===== config.mk =====
export PLATFORM = sky130hd
export DESIGN_NAME = dma_fir_top
export DESIGN_NICKNAME = d
export VERILOG_FILES = /design/src/dma_fir_pkg.sv /design/src/dma_fir_top.sv /design/src/dma_sequencer.sv /design/src/fir_core.sv /design/src/sdram_prefetch.sv
export SDC_FILE = /design/constraint.sdc
export NUM_CORES = 2
export LEC_CHECK = 0
export ABC_AREA = 1
export CAP_MARGIN = 5
export CORE_ASPECT_RATIO = 1.25
export CORE_MARGIN = 5
export CORE_UTILIZATION = 60
export DETAILED_ROUTE_END_ITERATION = 16
export DONT_BUFFER_PORTS = 1
export PLACE_DENSITY = 0.76
export REMOVE_ABC_BUFFERS = 1
export SLEW_MARGIN = 10
export SYNTH_ARGS = -nofsm -noshare
export SYNTH_HDL_FRONTEND = slang
export SYNTH_SLANG_ARGS = --single-unit
export TNS_END_PERCENT = 50

===== constraint.sdc =====
create_clock -name wb_clk_i -period 21.6 [get_ports wb_clk_i]
set_input_delay 1.08 -clock wb_clk_i [delete_from_list [all_inputs] [get_ports wb_clk_i]]
set_output_delay 1.08 -clock wb_clk_i [all_outputs]
set_load 0.02 [all_outputs]

===== src/dma_fir_pkg.sv =====
`default_nettype none

package dma_fir_pkg;

    localparam int DATA_W       = 32;
    localparam int SDRAM_ADDR_W = 23;  // sdram word address
    localparam int REG_ADDR_W   = 8;   // low byte of the wb address
    localparam int NUM_TAPS     = 11;
    localparam int TAP_IDX_W    = 4;
    localparam int SAMPLE_COUNT = 64;
    localparam int COUNT_W      = 7;

    // register map
    localparam logic [REG_ADDR_W-1:0] REG_CTRL        = 8'h00;
    localparam logic [REG_ADDR_W-1:0] REG_TAP_BASE    = 8'h40;
    localparam logic [REG_ADDR_W-1:0] REG_X_IN        = 8'h80;
    localparam logic [REG_ADDR_W-1:0] REG_Y_OUT       = 8'h84;
    localparam logic [REG_ADDR_W-1:0] REG_BASE_ADDR   = 8'h88;
    localparam logic [REG_ADDR_W-1:0] REG_RESULT_BASE = 8'h8C;

    // bits of REG_CTRL
    localparam int CTRL_START_BIT   = 0;
    localparam int CTRL_DONE_BIT    = 1;
    localparam int CTRL_IDLE_BIT    = 2;
    localparam int CTRL_X_READY_BIT = 4;
    localparam int CTRL_Y_VALID_BIT = 5;

    typedef enum logic [2:0] {
        SEQ_IDLE,
        SEQ_BASE_LOADED,
        SEQ_POLL,
        SEQ_STREAM_IN,
        SEQ_STREAM_OUT,
        SEQ_DONE
    } seq_state_e;

    typedef enum logic [1:0] {PF_IDLE, PF_REQUEST, PF_HOLD, PF_FINISHED} prefetch_state_e;

    typedef enum logic [1:0] {FIR_IDLE, FIR_WAIT_X, FIR_MAC, FIR_Y_READY} fir_state_e;

    // NUM_TAPS words at 4-byte steps from base
    function automatic logic word_in_window(input logic [REG_ADDR_W-1:0] off,
                                            input logic [REG_ADDR_W-1:0] base);
        logic [REG_ADDR_W-1:0] rel;
        rel = off - base;
        return (rel < REG_ADDR_W'(4 * NUM_TAPS)) && (rel[1:0] == 2'b00);
    endfunction

    function automatic logic [TAP_IDX_W-1:0] word_index(input logic [REG_ADDR_W-1:0] off,
                                                        input logic [REG_ADDR_W-1:0] base);
        logic [REG_ADDR_W-1:0] rel;
        rel = off - base;
        return rel[TAP_IDX_W+1:2];
    endfunction

endpackage

`default_nettype wire

===== src/dma_fir_top.sv =====
`timescale 1ns/1ns
`default_nettype none

module dma_fir_top (
    input  wire                                    wb_clk_i,
    input  wire                                    wb_rst_i,
    input  wire                                    wbs_stb_i,
    input  wire                                    wbs_cyc_i,
    input  wire                                    wbs_we_i,
    input  wire  [31:0]                            wbs_adr_i,
    input  wire  [dma_fir_pkg::DATA_W-1:0]         wbs_dat_i,
    output logic                                   wbs_ack_o,
    output logic [dma_fir_pkg::DATA_W-1:0]         wbs_dat_o,
    output logic [dma_fir_pkg::SDRAM_ADDR_W-1:0]   sdram_addr_o,
    output logic                                   sdram_req_o,
    input  wire                                    sdram_busy_i,
    input  wire  [dma_fir_pkg::DATA_W-1:0]         sdram_rdata_i,
    input  wire                                    sdram_rvalid_i
);

    logic                                   ack_next;
    logic [dma_fir_pkg::DATA_W-1:0]         dat_next;
    logic                                   base_load;
    logic [dma_fir_pkg::SDRAM_ADDR_W-1:0]   base_addr;
    logic [dma_fir_pkg::DATA_W-1:0]         sample;
    logic                                   sample_valid;
    logic                                   sample_take;
    logic                                   fir_stb;
    logic                                   fir_we;
    logic [dma_fir_pkg::REG_ADDR_W-1:0]     fir_adr;
    logic [dma_fir_pkg::DATA_W-1:0]         fir_wdat;
    logic                                   fir_ack;
    logic [dma_fir_pkg::DATA_W-1:0]         fir_rdat;

    sdram_prefetch u_prefetch (
        .wb_clk_i       (wb_clk_i),
        .wb_rst_i       (wb_rst_i),
        .base_load_i    (base_load),
        .base_addr_i    (base_addr),
        .sample_take_i  (sample_take),
        .sample_o       (sample),
        .sample_valid_o (sample_valid),
        .sdram_addr_o   (sdram_addr_o),
        .sdram_req_o    (sdram_req_o),
        .sdram_busy_i   (sdram_busy_i),
        .sdram_rdata_i  (sdram_rdata_i),
        .sdram_rvalid_i (sdram_rvalid_i)
    );

    dma_sequencer u_sequencer (
        .wb_clk_i       (wb_clk_i),
        .wb_rst_i       (wb_rst_i),
        .wbs_stb_i      (wbs_stb_i),
        .wbs_cyc_i      (wbs_cyc_i),
        .wbs_we_i       (wbs_we_i),
        .wbs_adr_i      (wbs_adr_i),
        .wbs_dat_i      (wbs_dat_i),
        .ack_next_o     (ack_next),
        .dat_next_o     (dat_next),
        .base_load_o    (base_load),
        .base_addr_o    (base_addr),
        .sample_i       (sample),
        .sample_valid_i (sample_valid),
        .sample_take_o  (sample_take),
        .fir_stb_o      (fir_stb),
        .fir_we_o       (fir_we),
        .fir_adr_o      (fir_adr),
        .fir_wdat_o     (fir_wdat),
        .fir_ack_i      (fir_ack),
        .fir_rdat_i     (fir_rdat)
    );

    fir_core u_fir (
        .wb_clk_i   (wb_clk_i),
        .wb_rst_i   (wb_rst_i),
        .fir_stb_i  (fir_stb),
        .fir_we_i   (fir_we),
        .fir_adr_i  (fir_adr),
        .fir_wdat_i (fir_wdat),
        .fir_ack_o  (fir_ack),
        .fir_rdat_o (fir_rdat)
    );

    // host response one cycle after the strobe
    always_ff @(posedge wb_clk_i) begin
        if (wb_rst_i)
            wbs_ack_o <= 1'b0;
        else
            wbs_ack_o <= ack_next;
    end

    always_ff @(posedge wb_clk_i) begin
        wbs_dat_o <= dat_next;
    end

endmodule

`default_nettype wire


===== src/dma_sequencer.sv =====
`timescale 1ns/1ns
`default_nettype none

module dma_sequencer (
    input  wire                                    wb_clk_i,
    input  wire                                    wb_rst_i,
    input  wire                                    wbs_stb_i,
    input  wire                                    wbs_cyc_i,
    input  wire                                    wbs_we_i,
    input  wire  [31:0]                            wbs_adr_i,
    input  wire  [dma_fir_pkg::DATA_W-1:0]         wbs_dat_i,
    output logic                                   ack_next_o,
    output logic [dma_fir_pkg::DATA_W-1:0]         dat_next_o,
    output logic                                   base_load_o,
    output logic [dma_fir_pkg::SDRAM_ADDR_W-1:0]   base_addr_o,
    input  wire  [dma_fir_pkg::DATA_W-1:0]         sample_i,
    input  wire                                    sample_valid_i,
    output logic                                   sample_take_o,
    output logic                                   fir_stb_o,
    output logic                                   fir_we_o,
    output logic [dma_fir_pkg::REG_ADDR_W-1:0]     fir_adr_o,
    output logic [dma_fir_pkg::DATA_W-1:0]         fir_wdat_o,
    input  wire                                    fir_ack_i,
    input  wire  [dma_fir_pkg::DATA_W-1:0]         fir_rdat_i
);

    dma_fir_pkg::seq_state_e state;
    dma_fir_pkg::seq_state_e state_next;

    logic [dma_fir_pkg::DATA_W-1:0] results [dma_fir_pkg::NUM_TAPS];  // [0] is oldest

    logic host_req;
    logic host_wr;
    logic host_rd;
    logic [dma_fir_pkg::REG_ADDR_W-1:0] host_off;
    logic base_wr;
    logic start_wr;
    logic result_hit;
    logic running;
    logic result_shift;

    assign host_req   = wbs_stb_i & wbs_cyc_i;
    assign host_wr    = host_req & wbs_we_i;
    assign host_rd    = host_req & ~wbs_we_i;
    assign host_off   = wbs_adr_i[dma_fir_pkg::REG_ADDR_W-1:0];
    assign base_wr    = host_wr && (host_off == dma_fir_pkg::REG_BASE_ADDR);
    assign start_wr   = host_wr && (host_off == dma_fir_pkg::REG_CTRL)
                        && wbs_dat_i[dma_fir_pkg::CTRL_START_BIT];
    assign result_hit = dma_fir_pkg::word_in_window(host_off, dma_fir_pkg::REG_RESULT_BASE);

    assign running = (state == dma_fir_pkg::SEQ_POLL)
                     || (state == dma_fir_pkg::SEQ_STREAM_IN)
                     || (state == dma_fir_pkg::SEQ_STREAM_OUT);

    assign base_addr_o   = wbs_dat_i[dma_fir_pkg::SDRAM_ADDR_W-1:0];
    assign sample_take_o = (state == dma_fir_pkg::SEQ_STREAM_IN) && fir_ack_i;
    assign result_shift  = (state == dma_fir_pkg::SEQ_STREAM_OUT) && fir_ack_i;

    always_comb begin
        state_next  = state;
        base_load_o = 1'b0;
        // host passes through to the accelerator unless a state takes the bus
        fir_stb_o   = host_req;
        fir_we_o    = wbs_we_i;
        fir_adr_o   = host_off;
        fir_wdat_o  = wbs_dat_i;
        ack_next_o  = host_req & fir_ack_i;
        dat_next_o  = fir_rdat_i;

        case (state)
            dma_fir_pkg::SEQ_IDLE, dma_fir_pkg::SEQ_BASE_LOADED: begin
                if (base_wr) begin
                    fir_stb_o   = 1'b0;  // base register lives in the engine
                    ack_next_o  = 1'b1;
                    dat_next_o  = '0;
                    base_load_o = 1'b1;
                    state_next  = dma_fir_pkg::SEQ_BASE_LOADED;
                end else if (state == dma_fir_pkg::SEQ_BASE_LOADED && start_wr && fir_ack_i) begin
                    state_next = dma_fir_pkg::SEQ_POLL;
                end
            end
            dma_fir_pkg::SEQ_POLL: begin
                fir_stb_o  = 1'b1;
                fir_we_o   = 1'b0;
                fir_adr_o  = dma_fir_pkg::REG_CTRL;
                fir_wdat_o = '0;
                if (fir_ack_i) begin
                    if (fir_rdat_i[dma_fir_pkg::CTRL_X_READY_BIT] && sample_valid_i)
                        state_next = dma_fir_pkg::SEQ_STREAM_IN;
                    else if (fir_rdat_i[dma_fir_pkg::CTRL_Y_VALID_BIT])
                        state_next = dma_fir_pkg::SEQ_STREAM_OUT;
                    else if (fir_rdat_i[dma_fir_pkg::CTRL_DONE_BIT])
                        state_next = dma_fir_pkg::SEQ_DONE;
                end
            end
            dma_fir_pkg::SEQ_STREAM_IN: begin
                fir_stb_o  = 1'b1;
                fir_we_o   = 1'b1;
                fir_adr_o  = dma_fir_pkg::REG_X_IN;
                fir_wdat_o = sample_i;
                if (fir_ack_i)
                    state_next = dma_fir_pkg::SEQ_POLL;
            end
            dma_fir_pkg::SEQ_STREAM_OUT: begin
                fir_stb_o  = 1'b1;
                fir_we_o   = 1'b0;
                fir_adr_o  = dma_fir_pkg::REG_Y_OUT;
                fir_wdat_o = '0;
                if (fir_ack_i)
                    state_next = dma_fir_pkg::SEQ_POLL;
            end
            dma_fir_pkg::SEQ_DONE: begin
                if (host_rd && result_hit) begin
                    fir_stb_o  = 1'b0;
                    ack_next_o = 1'b1;
                    dat_next_o = results[dma_fir_pkg::word_index(host_off,
                                                                 dma_fir_pkg::REG_RESULT_BASE)];
                end
            end
            default: state_next = dma_fir_pkg::SEQ_IDLE;
        endcase

        // host gets zeros while the engine owns the accelerator
        if (running) begin
            ack_next_o = host_req;
            dat_next_o = '0;
        end
    end

    always_ff @(posedge wb_clk_i) begin
        if (wb_rst_i)
            state <= dma_fir_pkg::SEQ_IDLE;
        else
            state <= state_next;
    end

    // keeps the last NUM_TAPS outputs
    always_ff @(posedge wb_clk_i) begin
        if (result_shift) begin
            for (int i = 0; i < dma_fir_pkg::NUM_TAPS - 1; i++)
                results[i] <= results[i+1];
            results[dma_fir_pkg::NUM_TAPS-1] <= fir_rdat_i;
        end
    end

endmodule

`default_nettype wire


===== src/fir_core.sv =====
`timescale 1ns/1ns
`default_nettype none

module fir_core (
    input  wire                                  wb_clk_i,
    input  wire                                  wb_rst_i,
    input  wire                                  fir_stb_i,
    input  wire                                  fir_we_i,
    input  wire  [dma_fir_pkg::REG_ADDR_W-1:0]   fir_adr_i,
    input  wire  [dma_fir_pkg::DATA_W-1:0]       fir_wdat_i,
    output logic                                 fir_ack_o,
    output logic [dma_fir_pkg::DATA_W-1:0]       fir_rdat_o
);

    logic [dma_fir_pkg::DATA_W-1:0] taps [dma_fir_pkg::NUM_TAPS];
    logic [dma_fir_pkg::DATA_W-1:0] delay [dma_fir_pkg::NUM_TAPS];  // [0] is newest
    logic [dma_fir_pkg::DATA_W-1:0] acc;
    logic signed [2*dma_fir_pkg::DATA_W-1:0] product;

    dma_fir_pkg::fir_state_e state;
    logic [dma_fir_pkg::TAP_IDX_W-1:0] mac_cnt;
    logic [dma_fir_pkg::COUNT_W-1:0] y_cnt;
    logic done;

    logic wr;
    logic tap_hit;
    logic [dma_fir_pkg::TAP_IDX_W-1:0] tap_idx;
    logic start_wr;
    logic x_wr;
    logic y_rd;
    logic mac_last;
    logic [dma_fir_pkg::DATA_W-1:0] status;

    assign wr       = fir_stb_i & fir_we_i;
    assign tap_hit  = dma_fir_pkg::word_in_window(fir_adr_i, dma_fir_pkg::REG_TAP_BASE);
    assign tap_idx  = dma_fir_pkg::word_index(fir_adr_i, dma_fir_pkg::REG_TAP_BASE);
    assign start_wr = wr && (fir_adr_i == dma_fir_pkg::REG_CTRL)
                      && fir_wdat_i[dma_fir_pkg::CTRL_START_BIT];
    assign x_wr     = wr && (fir_adr_i == dma_fir_pkg::REG_X_IN)
                      && (state == dma_fir_pkg::FIR_WAIT_X);
    assign y_rd     = fir_stb_i && !fir_we_i && (fir_adr_i == dma_fir_pkg::REG_Y_OUT)
                      && (state == dma_fir_pkg::FIR_Y_READY);
    assign mac_last = mac_cnt == dma_fir_pkg::TAP_IDX_W'(dma_fir_pkg::NUM_TAPS - 1);
    assign product  = $signed(taps[mac_cnt]) * $signed(delay[mac_cnt]);

    assign fir_ack_o = fir_stb_i;  // all registers answer at once

    always_comb begin
        status = '0;
        status[dma_fir_pkg::CTRL_DONE_BIT]    = done;
        status[dma_fir_pkg::CTRL_IDLE_BIT]    = state == dma_fir_pkg::FIR_IDLE;
        status[dma_fir_pkg::CTRL_X_READY_BIT] = state == dma_fir_pkg::FIR_WAIT_X;
        status[dma_fir_pkg::CTRL_Y_VALID_BIT] = state == dma_fir_pkg::FIR_Y_READY;
    end

    always_comb begin
        if (fir_adr_i == dma_fir_pkg::REG_CTRL)
            fir_rdat_o = status;
        else if (tap_hit)
            fir_rdat_o = taps[tap_idx];
        else if (fir_adr_i == dma_fir_pkg::REG_Y_OUT)
            fir_rdat_o = acc;  // holds the finished sum in y_ready
        else
            fir_rdat_o = '0;
    end

    always_ff @(posedge wb_clk_i) begin
        if (wb_rst_i) begin
            state   <= dma_fir_pkg::FIR_IDLE;
            mac_cnt <= '0;
            y_cnt   <= '0;
            done    <= 1'b0;
        end else if (start_wr) begin
            state   <= dma_fir_pkg::FIR_WAIT_X;
            mac_cnt <= '0;
            y_cnt   <= '0;
            done    <= 1'b0;
        end else begin
            case (state)
                dma_fir_pkg::FIR_WAIT_X: begin
                    if (x_wr) begin
                        mac_cnt <= '0;
                        state   <= dma_fir_pkg::FIR_MAC;
                    end
                end
                dma_fir_pkg::FIR_MAC: begin
                    mac_cnt <= mac_cnt + 1'b1;
                    if (mac_last)
                        state <= dma_fir_pkg::FIR_Y_READY;
                end
                dma_fir_pkg::FIR_Y_READY: begin
                    if (y_rd) begin
                        y_cnt <= y_cnt + 1'b1;
                        if (y_cnt == dma_fir_pkg::COUNT_W'(dma_fir_pkg::SAMPLE_COUNT - 1)) begin
                            done  <= 1'b1;
                            state <= dma_fir_pkg::FIR_IDLE;
                        end else begin
                            state <= dma_fir_pkg::FIR_WAIT_X;
                        end
                    end
                end
                default: ;
            endcase
        end
    end

    // taps, delay line and accumulator
    always_ff @(posedge wb_clk_i) begin
        if (wr && tap_hit)
            taps[tap_idx] <= fir_wdat_i;

        if (start_wr) begin
            for (int i = 0; i < dma_fir_pkg::NUM_TAPS; i++)
                delay[i] <= '0;
        end else if (x_wr) begin
            delay[0] <= fir_wdat_i;
            for (int i = 1; i < dma_fir_pkg::NUM_TAPS; i++)
                delay[i] <= delay[i-1];
        end

        if (x_wr)
            acc <= '0;
        else if (state == dma_fir_pkg::FIR_MAC)
            acc <= acc + product[dma_fir_pkg::DATA_W-1:0];  // wraps mod 2^32
    end

endmodule

`default_nettype wire


===== src/sdram_prefetch.sv =====
`timescale 1ns/1ns
`default_nettype none

module sdram_prefetch (
    input  wire                                    wb_clk_i,
    input  wire                                    wb_rst_i,
    input  wire                                    base_load_i,
    input  wire  [dma_fir_pkg::SDRAM_ADDR_W-1:0]   base_addr_i,
    input  wire                                    sample_take_i,
    output logic [dma_fir_pkg::DATA_W-1:0]         sample_o,
    output logic                                   sample_valid_o,
    output logic [dma_fir_pkg::SDRAM_ADDR_W-1:0]   sdram_addr_o,
    output logic                                   sdram_req_o,
    input  wire                                    sdram_busy_i,
    input  wire  [dma_fir_pkg::DATA_W-1:0]         sdram_rdata_i,
    input  wire                                    sdram_rvalid_i
);

    dma_fir_pkg::prefetch_state_e state;
    logic [dma_fir_pkg::COUNT_W-1:0] word_cnt;
    logic capture;

    assign capture = (state == dma_fir_pkg::PF_REQUEST) && sdram_rvalid_i;

    always_ff @(posedge wb_clk_i) begin
        if (wb_rst_i) begin
            state          <= dma_fir_pkg::PF_IDLE;
            sdram_req_o    <= 1'b0;
            sdram_addr_o   <= '0;
            word_cnt       <= '0;
            sample_valid_o <= 1'b0;
        end else begin
            if (sample_take_i)
                sample_valid_o <= 1'b0;

            case (state)
                dma_fir_pkg::PF_IDLE: begin
                    if (base_load_i) begin
                        sdram_addr_o <= base_addr_i;
                        sdram_req_o  <= 1'b1;
                        word_cnt     <= '0;
                        state        <= dma_fir_pkg::PF_REQUEST;
                    end
                end
                dma_fir_pkg::PF_REQUEST: begin
                    if (!sdram_busy_i)
                        sdram_req_o <= 1'b0;  // held while the controller is busy
                    if (sdram_rvalid_i) begin
                        sample_valid_o <= 1'b1;
                        sdram_addr_o   <= sdram_addr_o + 1'b1;
                        word_cnt       <= word_cnt + 1'b1;
                        if (word_cnt == dma_fir_pkg::COUNT_W'(dma_fir_pkg::SAMPLE_COUNT - 1))
                            state <= dma_fir_pkg::PF_FINISHED;
                        else
                            state <= dma_fir_pkg::PF_HOLD;
                    end
                end
                dma_fir_pkg::PF_HOLD: begin
                    // next word only once the buffer is drained
                    if (!sample_valid_o) begin
                        sdram_req_o <= 1'b1;
                        state       <= dma_fir_pkg::PF_REQUEST;
                    end
                end
                default: ;  // stays in finished until reset
            endcase
        end
    end

    always_ff @(posedge wb_clk_i) begin
        if (capture)
            sample_o <= sdram_rdata_i;
    end

endmodule

`default_nettype wire


==> results.tsv <==
metric	value	unit
status	complete, no violations	
dr.pass1.iters	6	
nFillCells	9201	
ys_seq_elements	1208	
drc_errors	0	
slowest_stage	clkinv_1	
fin_tns_setup	0	ns
cts_resized	0	
syn_area	71700	um2
dr_total_vias	54000	
overflow	0	
synthToLayoutAreaGrowth	6.55	%
synth_top_area_share	45.6	%
postCtsHoldBufs	0	
yosys.area.top_type	edfxtp_1	
fmax	0.0923	GHz
period_share	50.2	%
clk_latency	0.79	ns
worst_path_dominant_cell_family	adder cells	
synth_seq_area_share	48.9	%
ys_types	74	
clock_path_buffers	3	
fin_nets	7977	
die_y	396	um
yosys_warnings	0	
netlist_instances	7449	
chipWidth	319	um
synth_area_leaders	edfxtp_1, fa_1, nand2_1	
synthArstFlopShare	0	%
crit_arrival	11.46	ns
grt_start_max_net_pins	205	
drv_slew	0	
core	118000	um2
first_iter_violations	7296	
cp.required	22.22	ns
slowest_delay	1.04	ns
start_util	60.5	%
ios	160	
antenna_found_initial	6	
grt_pass1_vias	53700	
setup_viol	0	
postRouteAntennaNets	0	
hold_viol	0	
gp_congestion	0.979	
fp.dieArea	126000	um2
floorplan.rows	141	
slew_headroom	2.55	%
cts_num_sinks	1208	
synth_edf_count	1088	
final_common_cell	nand2_1	
portBuffers	0	
avgRoutedWirePerCell	22.4	um
cts_buffers	117	
cts_tree	yes	
fin_skew	0.0874	ns
crit_type	reg -> reg	
wl	201	mm
grtUsageTotal	31.1	%
vias_per_cell	6.03	
avgSynthCellArea	9.62	um2
hpwl	132	mm
min_path_type	in -> reg	
crit_top_cell	nand2_1	
worstMarginPinSlew	1.46	ns
rsz0062_at_grt	no	
worstPathMaxFanout	35	
end_kind	flop	
finalCriticalPeriod	10.84	ns
cts_root_buffer	clkbuf_16	
ys.flop_type	edfxtp_1	
clk_pin_slew_worst_paths	0.06	ns
worst-path-buf-inv	9	
grt_pass1_wl	307	mm
cts_setup_buffers	0	
drive_above_1_share	5.51	%
final_cell_mix	nand2_1, inv_1, edfxtp_1	
critical_path.startpoint_type	flop	
h-tree-depth	3	
maxCapViolations	0	
## layer usage
layer / GRT usage (%) / up-vias / share of wire [%]
li1: - / 24100 / -
met1: 39.8 / 26200 / 36
met2: 50.2 / 3030 / 46
met3: 6.72 / 661 / 11
met4: 16.7 / 4 / 6.2
met5: 0 / - / 0.011
## sequential cells by signal, indices dropped and copies added, names as in the netlist, 2 cells and up, named ones only
name                     cells
u_fir.state                  2
u_prefetch.sdram_addr_o     23
u_prefetch.state             2
u_sequencer.results        352
u_fir.taps                 352
u_fir.acc                   32
u_prefetch.word_cnt          7
u_fir.mac_cnt                4
u_fir.y_cnt                  7
u_prefetch.sample_o         32
u_sequencer.state            3
u_fir.delay                352
wbs_dat_o                   32
## cells in the mapped netlist, types with 33 or more instances
master / number
o211ai_1: 122
o21ai_1: 95
o22ai_1: 124
dfxtp_1: 120
nor2_1: 944
buf_6: 33
nand3_1: 345
fa_1: 438
a21oi_1: 356
edfxtp_1: 1088
inv_1: 1221
clkbuf_1: 165
nor3_1: 39
a22oi_1: 43
ha_1: 164
o311ai_0: 38
nand2_1: 1253
buf_2: 116
buf_1: 42
o21ai_0: 324
buf_4: 42
## per-stage QoR
step / utilization [%] / cells / setup WS [ns] / area [um2] / hold WS (ns)
after floorplan: - / 7047 / 3.39 / 69600 / 0.422
after global placement: 61.3 / 8726 / 11.11 / 72500 / 0.429
after detailed placement: 61.3 / 8726 / 11.06 / 72500 / 0.432
after CTS: 64.5 / 8946 / 11.07 / 76300 / 0.313
after global routing: 64.5 / 8947 / 10.30 / 76300 / 0.331
final: 64.5 / 8952 / 10.76 / 76300 / 0.365
## worst paths after layout
kind / start / endpoint / slack (ns) / cells after the start
setup / recovery: flop / u_fir.acc[31] / 10.76 / 37
hold / removal: wb_rst_i / u_prefetch.state[1] / 0.37 / 1
setup reg to reg: flop / u_fir.acc[31] / 10.76 / 37
hold reg to reg: u_sequencer.results[8][9] / u_sequencer.results[7][9] / 0.40 / 0
## logic make-up after synthesis
logic type	share of synthesized area, %
adder cells (fa/ha/maj)	15.1
AO/OA/AOI/OAI	10.9
AND/OR/NAND/NOR	14.9
flip-flops	48.9
multiplexers	0.0279
buffers and inverters	9.54
XOR/XNOR	0.587
## final cells by class
class / instances / area [um2] / area share, %
well taps: 1573 / 1970 / 2.58
repair buffers: 106 / 821 / 1.08
multi-input cells: 4579 / 29900 / 39.1
clock buffers: 160 / 3120 / 4.09
clock inverters: 60 / 696 / 0.911
diodes: 6 / 15.0 / 0.0197
flip-flops and latches: 1208 / 35100 / 46.0
inverters: 1260 / 4760 / 6.24
Power is not shown: default switching activity piles up to over one toggle a cycle in this logic, so the estimate is an artifact.
